[config.mk]
export PLATFORM = sky130hd
export DESIGN_NAME = weight_apb_port
export DESIGN_NICKNAME = d
export VERILOG_FILES = /design/src/rtl/weight_pkg.sv /design/src/rtl/weight_apb_port.sv
export SDC_FILE = /design/constraint.sdc
export NUM_CORES = 1
export LEC_CHECK = 0
export BUFFER_PORTS_ARGS = -buffer_cell sky130_fd_sc_hd__buf_2
export CORE_MARGIN = 3
export CORE_UTILIZATION = 32
export DETAILED_ROUTE_END_ITERATION = 16
export PLACE_DENSITY = 0.81
export SYNTH_ARGS = -nofsm -noshare
export SYNTH_HDL_FRONTEND = slang
export SYNTH_SLANG_ARGS = --single-unit
export TNS_END_PERCENT = 10
[constraint.sdc]
create_clock -name clk -period 1.5 [get_ports clk]
set_input_delay 0.075 -clock clk [delete_from_list [all_inputs] [get_ports clk]]
set_output_delay 0.075 -clock clk [all_outputs]
set_load 0.05 [all_outputs]
[src/rtl/weight_pkg.sv]
package weight_pkg;

	// read mode, captured per read by the address generator
	typedef enum logic {
		MODE_FC  = 1'b0, // full 4-word tile
		MODE_CNN = 1'b1  // single word in row 0
	} weight_mode_e;

	// APB register offsets
	// CTRL: bit 0 is the read mode
	// POINTER: low ADDR_W bits offset every read address
	typedef enum logic [15:0] {
		REG_CTRL    = 16'h0000,
		REG_POINTER = 16'h0004
	} weight_reg_e;

	// PADDR bit 15 set selects the weight window
	// word index then sits in PADDR[ADDR_W+1:2]
	localparam logic [15:0] WEIGHT_WINDOW = 16'h8000;

endpackage
[src/rtl/weight_apb_port.sv]
`timescale 1ns/1ps

module weight_apb_port import weight_pkg::*; #(
	parameter int N_DIM    = 4,
	parameter int WEIGHT_W = 8,
	parameter int ADDR_W   = 11
) (
	input  logic                      clk,
	input  logic                      reset,
	input  logic                      PSEL,
	input  logic                      PENABLE,
	input  logic                      PWRITE,
	input  logic [15:0]               PADDR,
	input  logic [31:0]               PWDATA,
	output logic [31:0]               PRDATA,
	output logic                      PSLVERR,
	output weight_mode_e              mode,
	output logic [ADDR_W-1:0]         pointer,
	output logic [1:0]                wr_en_bank,
	output logic [ADDR_W-2:0]         wr_addr,
	output logic [N_DIM*WEIGHT_W-1:0] wr_data
);

	logic              access;
	logic              in_window;
	logic              win_write;
	logic              reg_hit;
	logic [ADDR_W-1:0] word_idx;

	assign access    = PSEL && PENABLE; // no wait states
	assign in_window = (PADDR & WEIGHT_WINDOW) != 16'h0000;
	assign win_write = access && PWRITE && in_window;
	assign word_idx  = PADDR[ADDR_W+1:2];

	// register decode and readback
	always_comb begin
		reg_hit = 1'b0;
		PRDATA  = '0;
		case (PADDR)
			REG_CTRL: begin
				reg_hit = 1'b1;
				PRDATA  = {31'b0, mode};
			end
			REG_POINTER: begin
				reg_hit = 1'b1;
				PRDATA  = {{(32-ADDR_W){1'b0}}, pointer};
			end
			default: reg_hit = 1'b0;
		endcase
		if (!access || PWRITE || in_window)
			PRDATA = '0; // only driven for register reads
	end

	// window is write-only, anything else off the map errors
	assign PSLVERR = access && (in_window ? !PWRITE : !reg_hit);

	always_ff @(posedge clk or negedge reset) begin
		if (!reset) begin
			mode    <= MODE_FC;
			pointer <= '0;
		end else if (access && PWRITE && !in_window) begin
			case (PADDR)
				REG_CTRL:    mode    <= weight_mode_e'(PWDATA[0]);
				REG_POINTER: pointer <= PWDATA[ADDR_W-1:0];
				default:     pointer <= pointer;
			endcase
		end
	end

	// top bit of the word index picks the bank
	assign wr_en_bank = {win_write && word_idx[ADDR_W-1], win_write && !word_idx[ADDR_W-1]};
	assign wr_addr    = word_idx[ADDR_W-2:0];
	assign wr_data    = PWDATA[N_DIM*WEIGHT_W-1:0];

endmodule

==> results.cfg <==
[run_status]
status = complete, but fails checks
violations = setup timing

[floorplan]
core_mm2 = 0.00339
pin_count = 142
dieWidth_um = 65.6
die_y_um = 65.6
start_util = 0.336
die_area_mm2 = 0.00431
rows = 21

[setup_path]
path_cells = buf_8, nor4_4, nand4_1, nor4_4, buf_6, and2_4, buf_8
path_buf_inv = 3
worstPathArrival_ns = 1.47
crit_type = in -> out
cp-start-kind = primary input
cp-end-kind = output port
worst_path_max_delay_cell = nor4_4
required_ns = 1.42
critPathMaxStageDelay_ns = 0.33
path_max_fanout = 8
path_delay_family = simple AND/OR/NAND/NOR gates

[clock_network]
cts.sinks = 12
cts_max_path_buffers = 2
htreeDepth = 1
path_clk_slew_ns = 0.07
cts_tree = yes
clock_latency_ns = 0.26
cts-root-buf = clkbuf_4
cts_buffers = 3

[power]
power.leakage_uw = 0.000877
pwr_density_cell_mw_per_mm2 = 574
ir_worst_vdd_mv = 0.285

[route]
vias_per_cell = 4.17
met3_length_um = 252
met1_length_um = 895
postRouteAntennaNets = 0
routed_wl_um = 2570
drc = 0
first_pass_iters = 3
vias = 875
top_layer = met4
wl_per_cell_um = 12.2
drt-initial-drc-count = 29
wl_met2_um = 1380

[yosys]
synth-seq-area-share = 0.264
synth_cells = 117
ys_ff_latch = 12
synth_warnings = 0
syn_avg_cell_area_um2 = 9.72
syn-cell-area_mm2 = 0.00114
synth_cell_type_count = 19

[cells_and_area]
fin_util = 0.446
fin_nets = 219
mostFrequentLayoutCells = buf_2, conb_1, dfrtp_1
fillers = 341
area_growth_pct = 32.8
layout_commonest_cell = buf_2
layout-drive-gt1-share = 0.720
antenna_cells = 0
instances_no_fill = 210

[placed_design]
dp_hpwl_um = 2010
io_buffers = 78
place_ws_ns = -0.330
place_inst = 205
routabilityCongestion = 0.668

[global_route]
grt_use_total = 0.117
grt_max_degree = 13
grt_antenna_before_repair = 0
gr-total-overflow = 0
grt_pass1_vias = 812
grt_pass1_wl_um = 3860

[hold_path]
hold_class = in -> reg

[timing]
fmax_mhz = 646
setup_viol = 21
final.setup.worst_slack_ns = -0.0485
rsz0062_at_grt = yes
finalWorstPathRequiredPeriod_ns = 1.55
report.final.hold_viol_count = 0
maxSlewViolCount = 0
fin_worst_skew_ns = 0
fin_crit_sh = 1.03
setup_tns_ns = -0.619

[flow_run]
maxCapViolCount = 0
final cells by class:
type | count | area, um^2 | share of cell area
clock buffer | 3 | 22.5 | 0.0149
inverter | 1 | 3.75 | 0.00249
sequential | 12 | 300 | 0.199
multi-input combinational | 60 | 512 | 0.339
tap | 46 | 57.6 | 0.0381
timing repair buffer | 88 | 614 | 0.407
power breakdown:
group | switching, uW | total [uW] | internal, uW
registers | 0.0244 | 323 | 323
clock network | 96.2 | 189 | 92.7
logic | 283 | 354 | 70.8
state kept, by name (all words and copies together) (netlist names):
name,cells
mode,1
pointer,11
through the flow:
| step | hold WS [ns] | power (uW) | instance area (um^2) |
|---|---|---|---|
| final | 0.0497 | 867 | 1510 |
| after global routing | 0.0357 | 916 | 1510 |
| after CTS | 0.0423 | 869 | 1480 |
| after detailed placement | -0.0346 | 663 | 1250 |
| after global placement | -0.0399 | 662 | 1250 |
| after floorplan | -0.221 | 807 | 1230 |
kinds of logic (layout without fill, tap and decap cells):
kind of cell,after synthesis,in the layout,synth area share
AOI/OAI and AO/OA,1,1,0.00440
buffers and inverters,65,92,0.429
DFF,12,12,0.264
muxes,13,13,0.161
other,1,21,0.00330
and+or+nand+nor,25,25,0.139
layer usage:
layer	GRT usage	vias to the layer above
met5	0	-
met4	0.0648	0
met3	0.0205	6
met2	0.210	71
met1	0.130	405
li1	-	393
Yosys cell counts:
master   number  area share
nand4_1       1      0.0055
nor3_1        1      0.0044
buf_6         1      0.0099
nand2_1       2      0.0066
and2_1       11       0.061
mux2i_1       1      0.0088
conb_1        1      0.0033
nor2_1        1      0.0033
buf_4        63        0.42
inv_1         1      0.0033
nor4_2        1       0.011
mux2_4       10        0.13
and3_1        2       0.011
mux2_2        2       0.020
dfrtp_1      12        0.26
a21oi_1       1      0.0044
nor3b_1       1      0.0066
nor4_1        4       0.022
or3b_1        1      0.0077
timing repair:
item | in CTS | in global routing
hold endpoints to repair | 12 | 0
buffers inserted | 1 | 0
hold buffers | 1 | 0
pin swaps | 11 | 3
resized for setup | 52 | 7
setup endpoints to repair | 22 | 23
final timing paths:
| kind | start | endpoint | slack (ns) | cells past startpoint |
|---|---|---|---|---|
| worst max-delay path | PADDR[4] | PRDATA[3] | -0.05 | 7 |
| worst min-delay path | PWDATA[10] | pointer[10] | 0.05 | 2 |
| worst max register to register | pointer[1] | pointer[1] | 0.73 | 1 |
| worst min register to register | mode | mode | 0.53 | 1 |
| max in group asynchronous | reset | pointer[1] | 1.05 | 2 |
| min in group asynchronous | reset | pointer[10] | 0.23 | 2 |
No activity file was read; power rests on OpenSTA's default activity.
