**src/rtl/weight_pkg.sv**
```systemverilog
package weight_pkg;

	// read mode, captured per read by the address generator
	typedef enum logic {
		MODE_FC  = 1'b0, // full 4-word tile
		MODE_CNN = 1'b1  // single word in row 0
	} weight_mode_e;

	// APB register offsets
	// CTRL: bit 0 is the read mode
	// POINTER: low ADDR_W bits offset every read address
	typedef enum logic [15:0] {
		REG_CTRL    = 16'h0000,
		REG_POINTER = 16'h0004
	} weight_reg_e;

	// PADDR bit 15 set selects the weight window
	// word index then sits in PADDR[ADDR_W+1:2]
	localparam logic [15:0] WEIGHT_WINDOW = 16'h8000;

endpackage
```
**src/rtl/weight_read_format.sv**
```systemverilog
`timescale 1ns/1ps

module weight_read_format import weight_pkg::*; #(
	parameter int  N_DIM    = 4,
	parameter int  WEIGHT_W = 8,
	localparam int LANE_W   = $clog2(N_DIM),
	localparam int WORD_W   = N_DIM * WEIGHT_W,
	localparam int TILE_W   = N_DIM * WORD_W
) (
	input  logic              clk,
	input  logic              reset,
	input  logic              s1_valid,
	input  weight_mode_e      s1_mode,
	input  logic              s1_bank,
	input  logic [LANE_W-1:0] s1_lane,
	input  logic [TILE_W-1:0] bank0_data,
	input  logic [TILE_W-1:0] bank1_data,
	output logic              read_valid,
	output logic [TILE_W-1:0] read_word
);

	logic              s2_valid;
	weight_mode_e      s2_mode;
	logic              s2_bank;
	logic [LANE_W-1:0] s2_lane;
	logic [TILE_W-1:0] row_data;
	logic [TILE_W-1:0] word_next;

	// tags follow the bank read by one cycle
	always_ff @(posedge clk) begin
		s2_mode <= s1_mode;
		s2_bank <= s1_bank;
		s2_lane <= s1_lane;
	end

	assign row_data = s2_bank ? bank1_data : bank0_data;

	always_comb begin
		word_next = '0;
		if (s2_valid) begin
			if (s2_mode == MODE_FC)
				word_next = row_data;
			else
				word_next[WORD_W-1:0] = row_data[s2_lane*WORD_W +: WORD_W]; // row 0 only
		end
	end

	always_ff @(posedge clk or negedge reset) begin
		if (!reset) begin
			s2_valid   <= 1'b0;
			read_valid <= 1'b0;
			read_word  <= '0;
		end else begin
			s2_valid   <= s1_valid;
			read_valid <= s2_valid;
			read_word  <= word_next;
		end
	end

endmodule

```
**config.mk**
```make
export PLATFORM = sky130hd
export DESIGN_NAME = weight_read_format
export DESIGN_NICKNAME = d
export VERILOG_FILES = /design/src/rtl/weight_pkg.sv /design/src/rtl/weight_read_format.sv
export SDC_FILE = /design/constraint.sdc
export NUM_CORES = 1
export LEC_CHECK = 0
export BUFFER_PORTS_ARGS = -buffer_cell sky130_fd_sc_hd__buf_2
export CAP_MARGIN = 20
export CORE_ASPECT_RATIO = 1.25
export CORE_MARGIN = 10
export CORE_UTILIZATION = 35
export CTS_BUF_LIST = sky130_fd_sc_hd__clkbuf_4
export CTS_CLUSTER_SIZE = 28
export DETAILED_ROUTE_END_ITERATION = 12
export HOLD_SLACK_MARGIN = 0.06
export PLACE_DENSITY = 0.75
export SETUP_SLACK_MARGIN = 0.05
export SYNTH_ARGS = -nofsm -noshare
export SYNTH_HDL_FRONTEND = slang
export SYNTH_SLANG_ARGS = --single-unit
export TNS_END_PERCENT = 1
```
**constraint.sdc**
```tcl
create_clock -name clk -period 2.02 [get_ports clk]
set_input_delay 0.101 -clock clk [delete_from_list [all_inputs] [get_ports clk]]
set_output_delay 0.101 -clock clk [all_outputs]
set_load 0.01 [all_outputs]
```
==> metrics, run 1 <==
outcome=stopped before the end; last step reached=clock tree synthesis; error that ended the run=[ERROR RSZ-0060] Max buffer count reached.; RePlAce Congestion=approximately 0.96; most frequent cells after synthesis=130 x dfrtp_1, 128 x mux2i_1, 97 x nor2_1, 33 x nor2b_1; number of setup buffers added after CTS=0; area leader, netlist=dfrtp_1; number of port buffers=391; DP Wirelength=about 21000 um; maximum level of the CTS H-tree=4; effective utilization at floorplan=a little over a third; floorplan die width=between 100 and 150 um; number of different library cells in the post-synthesis netlist=17; number of hold buffers added after cts=236; EDFF count, synth=0; clock sink count=~130; largest cells by area after synthesis=dfrtp_1 48%, mux2i_1 19%, mux4_2 11%, nor2_1 5.3%, a221o_1 4.7%; average size of a mapped cell=12.64 sq um; syn nets=~800; vertical die dimension=about 180 um; synthesized instance count=539; commonest register cell after synthesis=dfrtp_1; top cell type's share of synthesized area=between 40% and 50%; Syn. warnings=0; flip-flop and latch count after synthesis=134; number of buffers on the longest clock path=2; CTS buffer count=17; number of gates resized after cts=0; CTS root buffer=clkbuf_4; Cell Area, Synth=around 6800 sq um; Row Count=57; share of synthesized area occupied by flip-flops and latches=between 40% and 50%; fraction of registers with async set/reset=97.01%; most instantiated library cell after synthesis=dfrtp_1; io pins=392
## kinds of logic after synthesis
family / Yosys count / share of synthesized area, %
AOI/OAI and AO/OA: 64 / 7.643
buffers and inverters: 49 / 5.493
DFF: 134 / 48.94
muxes: 160 / 29.40
and+or+nand+nor: 132 / 8.525
## per-stage QoR
step                setup WS [ns]  cell area, sq um  instances  hold WS (ns)
floorplan                  0.5503              6810        539       -0.1946
global placement           0.2461              9050       1144      -0.01923
detailed placement         0.2289              9050       1144      -0.01875
==> run 2: changes to the inputs <==
==> config.mk (replaced) <==
export PLATFORM = sky130hd
export DESIGN_NAME = weight_read_format
export DESIGN_NICKNAME = d
export VERILOG_FILES = /design/src/rtl/weight_pkg.sv /design/src/rtl/weight_read_format.sv
export SDC_FILE = /design/constraint.sdc
export NUM_CORES = 1
export LEC_CHECK = 0
export BUFFER_PORTS_ARGS = -buffer_cell sky130_fd_sc_hd__buf_2
export CAP_MARGIN = 20
export CORE_MARGIN = 10
export CORE_UTILIZATION = 20
export DETAILED_ROUTE_END_ITERATION = 12
export PLACE_DENSITY_LB_ADDON = 0.15
export SYNTH_ARGS = -nofsm -noshare
export SYNTH_HDL_FRONTEND = slang
export SYNTH_SLANG_ARGS = --single-unit
export TNS_END_PERCENT = 1
==> run 2 against run 1 <==
The flow now finishes without violations. Synthesized cell count unchanged. Area after synthesis unchanged.
==> metrics, run 2 <==
Row Count=67 (+18%); clock slew seen by the registers of the worst setup and hold paths=approximately 0.06 ns; sort of element at the end of the critical path=register; filler-free cell count of the finished design=1578; Arrival @ worst endpoint=2.27 ns; ordered list of cells on the worst path=buf_12 -> buf_4 -> mux2i_1 -> dlygate4sd3_1 -> nor2_1; unrepaired setup endpoints after global routing=yes; upper clock frequency limit=approximately 500 MHz; leakage component of the power=approximately 0.0061 uW; type of element launching the critical path=register; RePlAce Congestion=0.7862 (-18%); leading cell type in the layout, fill and taps excluded=buf_2; combined global-route utilization of all metal layers=approximately 14%; syn nets=802 (unchanged); Slew HR=between 20 and 30%; registers with the most flip-flops=read_word (128), s2_lane (2); portion of netlist area occupied by mux cells=29.40% (unchanged); Final period util=a little under 100%; Cell Area, Synth=6810 sq um (unchanged); clock sink count=134 (unchanged); number of antenna violations at the first check in global routing=2; leftover overflow at the end of global routing=0; average size of a mapped cell=12.64 sq um (unchanged); Layout Area Growth over Synthesis=73.82%; basic-gate share of the synthesized area counting and, or, nand and nor cells=8.525% (unchanged); top cell type's share of synthesized area=47.77% (unchanged); CTS root buffer=clkbuf_16; Util after Layout=35.30%; Post-Route Setup TNS=0 ns; via count of the first global-routing pass=slightly below 8k; fraction of the mapped netlist area in compound gates=7.643% (unchanged); class of the most critical hold timing path=in -> reg; Largest register FFs=128; power density over the cells=659.9 nW/um^2; number of buffers on the longest clock path=2 (unchanged); clock network latency to the later pin of the worst-skew pair=roughly 0.43 ns; number of remaining DRC errors=0; effective utilization at floorplan=20.31% (-15 points); number of different library cells in the post-synthesis netlist=17 (unchanged); DP Wirelength=22400 um (+4.7%); Syn. warnings=0 (unchanged); area leader, netlist=dfrtp_1; share of synthesized area occupied by flip-flops and latches=48.94% (unchanged); Peak VDD IR=approximately 0.52 mV; placeable core region=around 34000 sq um; total vias in the final route=around 6.7k; fraction of registers with async set/reset=97.01% (unchanged); synthesized instance count=539 (unchanged); die footprint=between 40000 and 50000 sq um; most frequent cells after synthesis=130 x dfrtp_1, 128 x mux2i_1, 97 x nor2_1, 33 x nor2b_1; total count of max-transition violations in the final report=0; largest cells by area after synthesis=dfrtp_1 48%, mux2i_1 19%, mux4_2 11%, nor2_1 5.3%, a221o_1 4.7%; number of port buffers=391 (unchanged); number of endpoints failing setup at the final stage=0; slowest stage delay, CP=about 0.60 ns; antenna cells=0; fraction of layout instances using a drive strength above 1=between 40% and 50%; setup clock skew after layout=around 0.0079 ns; commonest register cell after synthesis=dfrtp_1; largest register by flop count=read_word; vertical die dimension=204.5 um (+16%); post-synthesis xor/xnor area fraction=0% (unchanged); Critical Path RT=between 2 and 2.5 ns; slew at the pin closest to its max-slew limit=between 1 and 1.5 ns; fraction of the mapped netlist area in adder cells=0% (unchanged); EDFF count, synth=0 (unchanged); TritonCTS clock tree=yes; CP Class=reg -> reg; final period demand of the worst path=~2.0 ns; critical path's slowest cell=dlygate4sd3_1; flip-flop and latch count after synthesis=134 (unchanged); Post-layout nets=1380; floorplan die width=204.5 um (+41%); Pre-Repair DR Iteration Count=4; first-pass GRT wire length=roughly 46000 um; detailed router's first-iteration violation count=200; max_cap viols=0; Crit Path Max Fanout=26; CTS buffer count=17 (unchanged); number of setup buffers added after CTS=0 (unchanged); Post-Route WL=~31000 um; maximum number of pins on one net before global-route repair=60; io pins=392 (unchanged); count of final hold-check violations=0; number of cells in the design after placement=1356 (+19%); maximum level of the CTS H-tree=4 (unchanged); remaining antenna violation count after routing=0; most used cells in the layout excluding fill and tap cells=390 x buf_2, 190 x dlygate4sd3_1, 130 x dfrtp_1; most instantiated library cell after synthesis=dfrtp_1; outcome=finished clean; per-cell via count in the routed design=4.235; wire per inst=19.47 um; dominant combinational cell family by area after synthesis=multiplexers
[run 2: what timing repair did]
| item | CTS | global route |
|---|---|---|
| hold buffers | 190 | 0 |
| resized for setup | 0 | 2 |
| endpoints found under the hold margin | 229 | 0 |
| endpoints found under the setup margin | 0 | 2 |
[run 2: path summary, 6_finish.rpt]
check | from | endpoint | slack (ns) | depth (start not counted)
setup / recovery | s2_bank$_DFF_P_ | read_word[61]$_DFF_PN0_ | 0.05 | 5
hold / removal | bank0_data[33] | read_word[33]$_DFF_PN0_ | 0.01 | 3
setup reg to reg | s2_bank$_DFF_P_ | read_word[61]$_DFF_PN0_ | 0.05 | 5
hold reg to reg | s2_valid$_DFF_PN0_ | read_valid$_DFF_PN0_ | 0.48 | 0
max in group asynchronous | reset | read_word[58]$_DFF_PN0_ | 1.22 | 3
min in group asynchronous | reset | read_word[72]$_DFF_PN0_ | 0.17 | 2
[run 2: layer usage]
layer | track usage (%) | share of wire, % | vias to the layer above | wire [um]
li1 | - | - | 3148 | -
met1 | 15.93 | 40 | 3256 | 12340
met2 | 25.08 | 50 | 245 | 15450
met3 | 5.291 | 7.6 | 30 | 2334
met4 | 4.602 | 1.9 | 4 | 570
met5 | 0 | 0.088 | - | 27
[run 2: cell families (layout without fill, tap and decap cells)]
kind of cell,Yosys count,count (layout)
multiplexers,160,160
buffers and inverters,49,640
flip-flops,134,134
AND/OR/NAND/NOR,132,132
AO/OA/AOI/OAI,64,64
[run 2: area by class of cell]
class | instances | area, sq um
fill | 3450 | 21690
timing repair buffer | 608 | 4218
sequential | 134 | 3339
multi-input combinational | 356 | 3136
tap | 448 | 560.5
clock buffer | 21 | 460.4
clock inverter | 11 | 123.9
[run 2: critical path, delay by kind of cell (launching register included)]
family	cells	cell delay (ns)
buffers and inverters	3	1.06
and+or+nand+nor	1	0.04
DFF	1	0.37
muxes	1	0.32
[run 2: stage by stage]
| step | hold WS, ns | instance area [sq um] | total power (uW) | setup slack, ns |
|---|---|---|---|---|
| finish | 0.01452 | 11840 | 7811 | 0.05344 |
| global route | 0.009918 | 11840 | 8205 | -0.0005305 |
| CTS | 0.0005955 | 11830 | 7956 | 0.03261 |
| detailed placement | 0.04641 | 9344 | 4345 | 0.3231 |
| global placement | 0.05017 | 9344 | 4346 | 0.3258 |
| floorplan | -0.1946 | 6810 | 3620 | 0.5503 |
[run 2: power by group]
part / internal (uW) / total (uW) / leakage, uW / switching (uW)
clock: 1890 / 3180 / 0.000280 / 1300
combinational: 957 / 1760 / 0.00403 / 799
sequential: 2830 / 2870 / 0.00176 / 43.2
Note: power is estimated with default switching activity, not from simulation.
