### src/rtl/weight_pkg.sv
package weight_pkg;

	// read mode, captured per read by the address generator
	typedef enum logic {
		MODE_FC  = 1'b0, // full 4-word tile
		MODE_CNN = 1'b1  // single word in row 0
	} weight_mode_e;

	// APB register offsets
	// CTRL: bit 0 is the read mode
	// POINTER: low ADDR_W bits offset every read address
	typedef enum logic [15:0] {
		REG_CTRL    = 16'h0000,
		REG_POINTER = 16'h0004
	} weight_reg_e;

	// PADDR bit 15 set selects the weight window
	// word index then sits in PADDR[ADDR_W+1:2]
	localparam logic [15:0] WEIGHT_WINDOW = 16'h8000;

endpackage
### src/rtl/weight_addr_gen.sv
`timescale 1ns/1ps

module weight_addr_gen import weight_pkg::*; #(
	parameter int    N_DIM  = 4,
	parameter int    ADDR_W = 11,
	localparam int   LANE_W = $clog2(N_DIM),
	localparam int   ROW_W  = ADDR_W - 1 - LANE_W
) (
	input  logic              clk,
	input  logic              reset,
	input  logic              rd_valid,
	input  logic [ADDR_W-1:0] rd_addr,
	input  weight_mode_e      mode,
	input  logic [ADDR_W-1:0] pointer,
	output logic              s1_valid,
	output weight_mode_e      s1_mode,
	output logic              s1_bank,
	output logic [ROW_W-1:0]  s1_row,
	output logic [LANE_W-1:0] s1_lane
);

	logic [ADDR_W-1:0] eff_addr;
	logic [ADDR_W-1:0] aligned_addr;

	assign eff_addr = rd_addr + pointer; // wraps mod 2^ADDR_W

	always_comb begin
		aligned_addr = eff_addr;
		if (mode == MODE_FC)
			aligned_addr[LANE_W-1:0] = '0; // snap to tile start
	end

	always_ff @(posedge clk or negedge reset) begin
		if (!reset)
			s1_valid <= 1'b0;
		else
			s1_valid <= rd_valid;
	end

	// tags only move on an accepted read
	always_ff @(posedge clk) begin
		if (rd_valid) begin
			s1_mode <= mode;
			s1_bank <= aligned_addr[ADDR_W-1];
			s1_row  <= aligned_addr[ADDR_W-2:LANE_W];
			s1_lane <= aligned_addr[LANE_W-1:0];
		end
	end

endmodule

### config.mk
export PLATFORM = sky130hd
export DESIGN_NAME = weight_addr_gen
export DESIGN_NICKNAME = d
export VERILOG_FILES = /design/src/rtl/weight_pkg.sv /design/src/rtl/weight_addr_gen.sv
export SDC_FILE = /design/constraint.sdc
export NUM_CORES = 1
export LEC_CHECK = 0
export ABC_AREA = 1
export ABC_CLOCK_PERIOD_IN_PS = 1200
export BUFFER_PORTS_ARGS = -buffer_cell sky130_fd_sc_hd__clkbuf_2
export CAP_MARGIN = 20
export CORE_AREA = 5 5 63 65
export CTS_BUF_LIST = sky130_fd_sc_hd__clkbuf_4 sky130_fd_sc_hd__clkbuf_8
export DETAILED_ROUTE_END_ITERATION = 8
export DIE_AREA = 0 0 68 70
export REMOVE_ABC_BUFFERS = 1
export SLEW_MARGIN = 10
export SYNTH_ARGS = -nofsm -noshare
export SYNTH_HDL_FRONTEND = slang
export SYNTH_SLANG_ARGS = --single-unit
### constraint.sdc
create_clock -name clk -period 1.2 [get_ports clk]
set_input_delay 0.24 -clock clk [delete_from_list [all_inputs] [get_ports clk]]
set_output_delay 0.24 -clock clk [all_outputs]
set_load 0.02 [all_outputs]
==> results.yml, run 1 <==
outcome:
  status: "finished, violations left"
  violated_checks: "negative setup slack"
power_and_ir_drop:
  power_leakage_nw: 0.812
  power_frac_clock: 0.185
  powerDensity_mw_per_mm2: 942
  seq_power_share: 0.394
  power_report.internal_total_w: 0.00100
  switching_share: 0.321
  power_frac_comb: 0.421
  netSwitchingPower_w: 0.000476
  power.ir.vdd_worst_mv: 0.264
layout:
  multi_input_comb_area_um2: 679
  final_layout_size_suffix_gt1_frac: 0.503
  final_net_count: 221
  syn_to_final_growth_pct: 62.7
  layout.area.seq_um2: 385
  fillerInstances: 330
  insertedDiodeCount: 0
floorplan:
  core_area_mm2: 0.00328
  floorplan.initialDensity: 0.294
  die_area_mm2: 0.00476
  top_level_ports: 39
  chipWidth_um: 68
  die-height_um: 70
  core.rowCount: 21
clock_network:
  numClockSinks: 13
  cts_root_buffer: "clkbuf_4"
  max-clock-path-buffers: 2
  cts-htree-levels: 1
  tritoncts_clock_tree: "built"
  cts.reportedPaths.clkPinSlew_ps: 70
  cts_made_buffers: 3
grt:
  antenna_found_initial: 0
  grt.overflow.total: 0
  number_of_global_route_vias_before_repair: 933
  largest_net_degree_at_the_start_of_global_routing: 14
  grt_usage: 0.102
  global_route_wire_length_before_repair_um: 3860
timing:
  fin_setup_tns_ps: -16.3
  final_hold_viol_count: 0
  final.min_clock_period_ps: 1210
  setup_viol: 2
  max_frequency_mhz: 825
  setup_repair_after_global_routing_missed_its_margin: "true"
  max_transition_margin: 0.798
  fin_ws_ps: -11.4
  total_count_of_max_transition_violations_in_the_final_report: 0
  tightest_slew_ps: 303
  final_min_period_over_clock_period: 1.01
setup_path:
  worst-path-buf-inv: 4
  setup.worst_path.class: "input port to flop"
  cp_arrival_ps: 1230
  setup.worst_path.start_class: "input port"
  timing.critical_path.required_ps: 1220
  worst_setup_path_end_kind: "flop"
  timing.critical_path.mode_cell: "inv_2"
  worst-path-max-fanout: 3
  worst_path_largest_cell_delay_ps: 330
  worstPathCellList: "buf_6 > ha_4 > inv_2 > fa_2 > inv_2 > nand3_2 > nand3_4 > buf_4 > xor2_1"
  critical_path.slowest_cell: "fa_2"
  timing.critical_path.max_delay_family: "adder cells"
synthesis:
  syn-mean-instance-area_um2: 7.85
  top_flip_flop_cell_by_instance_count_after_synthesis: "edfxtp_1"
  post_synth_main_area_contributors: "edfxtp_1 (37%), nand2_1 (17%), ha_1 (13%)"
  synth_largest_area_cell: "edfxtp_1"
  mappedNetlistArea_um2: 966
  synth_async_sr_flop_share: 0.0769
  synth.distinct_cells: 15
  postSynthRegisterBits: 13
  post-synth-top-area-fraction: 0.373
  synth.yosys.warnings: 0
  yosysSeqAreaShare: 0.399
  synth_common_cells: "nand2_1 (45), inv_1 (21), edfxtp_1 (12)"
  post_synthesis_instance_total: 123
  post-synth-top-count-cell: "nand2_1"
  number_of_synthesized_flops_with_an_enable_pin: 12
placed_design:
  gp_routability_congestion: 0.774
  dpl.hpwl_um: 1900
  pre_cts_ws_ps: -486
  port-buffer-count: 38
routing:
  vias_post_dr: 983
  drt_pre_antenna_iters: 4
  detailedRoute.firstIterationViolations: 26
  antenna_left: 0
  drc_errors: 0
  viasPerCell: 4.29
  totalWireLength_um: 2350
  detail_route.wl_per_cell_um: 10.2
min_path:
  hold_path_class: "input port to flop"
job:
  drv.max_cap_violation_count: 0
[sequential cells by signal, indices dropped and copies added (netlist names)]
register  count
s1_bank       1
s1_mode       1
s1_lane       2
s1_valid      1
s1_row        8
[metal layers]
layer | track usage | part of all wire | vias to the layer above
li1 | - | - | 516
met1 | 0.125 | 0.42 | 438
met2 | 0.173 | 0.51 | 27
met3 | 0.0208 | 0.066 | 2
met4 | 0.0331 | 0.0064 | 0
met5 | 0 | 0 | -
[power groups by stage]
stage	Combinational (W)	Sequential [W]	Clock (W)
after floorplan	0.000221	0.000672	0
after CTS	0.000557	0.000585	0.000283
after global placement	0.000513	0.000594	0
after detailed placement	0.000515	0.000595	0
after global routing	0.000695	0.000588	0.000314
final	0.000623	0.000584	0.000274
[cells by family after synthesis]
group	Yosys count	synth area share
and+or+nand+nor	69	0.295
xor gates and xnor gates	5	0.0453
DFF	13	0.399
adders and majority gates	11	0.150
AOI/OAI and AO/OA	4	0.0285
buffers and inverters	21	0.0816
[per-stage QoR]
step | utilization | power [W] | hold WS (ps) | instances | cell area, um2
CTS | 0.441 | 0.00142 | 178 | 229 | 1450
detailed placement | 0.404 | 0.00111 | 21.4 | 222 | 1330
finish | 0.478 | 0.00148 | 186 | 229 | 1570
global route | 0.478 | 0.00160 | 164 | 229 | 1570
floorplan | - | 0.000893 | -55.6 | 123 | 966
global placement | 0.404 | 0.00111 | 15.5 | 222 | 1330
[layout make-up]
| cell class | instances | area share |
|---|---|---|
| Clock buffer | 4 | 0.0191 |
| Inverter | 21 | 0.0502 |
| Tap cell | 46 | 0.0366 |
| Timing Repair Buffer | 56 | 0.217 |
| Multi-Input combinational cell | 89 | 0.432 |
| Sequential cell | 13 | 0.245 |
[layout by cell type, fill, tap and decap left out, drive strengths merged]
master       count
clkbuf          40
nand4            2
ha              10
a21oi            4
inv             21
dlygate4sd3      1
nand3           11
nand2           45
fa               1
dfrtp            1
xnor2            1
xor2             4
edfxtp          12
buf             19
nor2            11
[worst paths after layout]
check / to / startpoint / cells past startpoint / slack, ps
min in group asynchronous: s1_valid$_DFF_PN0_ / reset / 2 / 280
max: s1_row[2]$_DFFE_PP_ / rd_addr[0] / 9 / -10
max in group asynchronous: s1_valid$_DFF_PN0_ / reset / 2 / 840
min: s1_mode$_DFFE_PP_ / mode / 1 / 190
[timing repair]
item                                    4_1_cts  5_1_grt
resized for setup                            14       23
pin swaps                                     9        9
gates cloned                                  0        0
setup buffers                                 2        1
hold buffers                                  1        0
endpoints found under the setup margin        7        7
endpoints found under the hold margin         1        0
Power figures use the tool's default switching activity.
==> run 2, diff against run 1 <==
--- a/config.mk
+++ b/config.mk
@@ -7,12 +7,13 @@
 export LEC_CHECK = 0
 export ABC_AREA = 1
 export ABC_CLOCK_PERIOD_IN_PS = 1200
-export BUFFER_PORTS_ARGS = -buffer_cell sky130_fd_sc_hd__clkbuf_2
 export CAP_MARGIN = 20
 export CORE_AREA = 5 5 63 65
 export CTS_BUF_LIST = sky130_fd_sc_hd__clkbuf_4 sky130_fd_sc_hd__clkbuf_8
 export DETAILED_ROUTE_END_ITERATION = 8
 export DIE_AREA = 0 0 68 70
+export DONT_BUFFER_PORTS = 1
+export PLACE_DENSITY = 0.4
 export REMOVE_ABC_BUFFERS = 1
 export SLEW_MARGIN = 10
 export SYNTH_ARGS = -nofsm -noshare
==> run 2 against run 1 <==
Sequential power increased by 14%. The run now ends clean. Cell count down 17%. Total power shrank 11%.
==> results.yml, run 2 (synthesized netlist as in run 1, its figures left out) <==
outcome:
  status: "completed"
grt:
  antenna_found_initial: 0
  groute.layer.met3.usage: 0.0192
  met2_resource_use_gr: 0.149
  global_route_wire_length_before_repair_um: 3610
  largest_net_degree_at_the_start_of_global_routing: 14
  number_of_global_route_vias_before_repair: 838
  grt.overflow.total: 0
  globalRoute.busiestLayer: "met2"
  grt_usage: 0.0955
  grt_util_met1: 0.125
floorplan:
  floorplan.initialDensity: 0.294
  top_level_ports: 39
  die-height_um: 70
  core_area_mm2: 0.00328
  core.rowCount: 21
  die_area_mm2: 0.00476
  chipWidth_um: 68
timing:
  final.min_clock_period_ps: 1130
  fin_setup_tns_ps: 0
  final_min_period_over_clock_period: 0.945
  total_count_of_max_transition_violations_in_the_final_report: 0
  final_hold_viol_count: 0
  setup_viol: 0
  fin_ws_ps: 66.0
  tightest_slew_ps: 216
  max_frequency_mhz: 882
  max_transition_margin: 0.856
  setup_repair_after_global_routing_missed_its_margin: "false"
clock_network:
  post_cts_buffers: 0
  cts_made_buffers: 3
  cts.reportedPaths.clkPinSlew_ps: 80
  numClockSinks: 13
  cts-htree-levels: 1
  tritoncts_clock_tree: "built"
  max-clock-path-buffers: 2
  cts_root_buffer: "clkbuf_4"
setup_path:
  worst_path_largest_cell_delay_ps: 340
  worstPathCellList: "ha_4 > inv_2 > fa_2 > inv_2 > buf_4 > nand3_1 > nand4_1 > nand2_1"
  worst-path-buf-inv: 3
  timing.critical_path.mode_cell: "inv_2"
  critical_path.slowest_cell: "fa_2"
  setup.worst_path.class: "input port to flop"
  timing.critical_path.max_delay_family: "adder cells"
  worst_setup_path_end_kind: "flop"
  setup.worst_path.start_class: "input port"
  worst-path-max-fanout: 2
  cp_arrival_ps: 1160
  timing.critical_path.required_ps: 1230
placed_design:
  dpl.hpwl_um: 1830
  placed_cell_area_mm2: 0.00113
  gp_routability_congestion: 0.785
  pre_cts_ws_ps: -407
  port-buffer-count: 0
layout:
  final_cell_mix: "nand2_1 (42), inv_1 (19), buf_4 (14), edfxtp_1 (12), nor2_1 (9)"
  final_core_util: 0.379
  design_area_mm2: 0.00124
  largest_register_ff_count: 8
  final_net_count: 181
  fillerInstances: 359
  syn_to_final_growth_pct: 28.9
  insertedDiodeCount: 0
  reg_top3: "s1_row: 8 flops, s1_lane: 2 flops"
  leading_cell_type_in_the_layout_fill_and_taps_excluded: "nand2_1"
  final_layout_size_suffix_gt1_frac: 0.266
  top_register: "s1_row"
routing:
  vias_post_dr: 795
  drt_pre_antenna_iters: 4
  antenna_left: 0
  detail_route.wl_per_cell_um: 11.3
  totalWireLength_um: 2130
  viasPerCell: 4.21
  detailedRoute.firstIterationViolations: 26
  drc_errors: 0
power_and_ir_drop:
  powerDensity_mw_per_mm2: 1060
  power_report.internal_total_w: 0.000904
  power_leakage_nw: 0.617
  power.ir.vdd_worst_mv: 0.250
  power_frac_comb: 0.281
  seq_power_share: 0.504
  switching_share: 0.317
  power_frac_clock: 0.216
  netSwitchingPower_w: 0.000420
job:
  drv.max_cap_violation_count: 0
min_path:
  hold_path_class: "input port to flop"
run 2: cell count changes in the layout (fill, tap and decap cells not counted), moves of 2 or more:
cell      change
nand2_2       -3
nand2_1       +4
ha_1          +3
clkbuf_2     -36
ha_2          +3
nor2_2        -2
ha_4          -6
buf_6         -2
buf_4         -3
nand3_2       -3
nand3_1       +4
nor2_1        +2
run 2: what timing repair did:
item	4_1_cts	5_1_grt
gates resized for setup	8	9
pin swaps	2	2
setup endpoints to repair	4	7
hold buffers	2	0
endpoints found under the hold margin	2	0
run 2: area by class of cell:
| type | count | area (um2) | area share |
|---|---|---|---|
| Sequential cell | 13 | 385 | 0.310 |
| Clock buffer | 4 | 30.0 | 0.0241 |
| Inverter | 21 | 78.8 | 0.0633 |
| Tap cell | 46 | 57.6 | 0.0462 |
| Timing Repair Buffer | 16 | 125 | 0.101 |
| Multi-Input combinational cell | 89 | 568 | 0.456 |
run 2: path summary, 6_finish.rpt:
kind	startpoint	endpoint	slack [ps]	cells after the start
worst max-delay path	rd_addr[0]	s1_bank$_DFFE_PP_	70	8
worst min-delay path	mode	s1_mode$_DFFE_PP_	60	0
max in group asynchronous	reset	s1_valid$_DFF_PN0_	930	1
min in group asynchronous	reset	s1_valid$_DFF_PN0_	170	1
run 2: stage by stage:
step	total power [W]	hold WS [ps]	cells
after floorplan	0.000893	-55.6	123
after global placement	0.00102	-55.6	183
final	0.00132	60.8	189
after detailed placement	0.00102	-55.5	183
after CTS	0.00132	53.6	189
after global routing	0.00142	42.4	189
run 2: routing by layer:
metal  routed length (um)  vias up
met1                 1010      335
li1                     -      433
met4                   13        0
met2                  955       25
met3                  148        2
met5                    0        -
run 2: power groups by stage:
stage               combinational, W  sequential (W)  clock [W]
CTS                         0.000357        0.000670   0.000294
finish                      0.000372        0.000667   0.000286
detailed placement          0.000340        0.000681          0
global placement            0.000340        0.000679          0
global route                0.000429        0.000675   0.000317
floorplan                   0.000221        0.000672          0
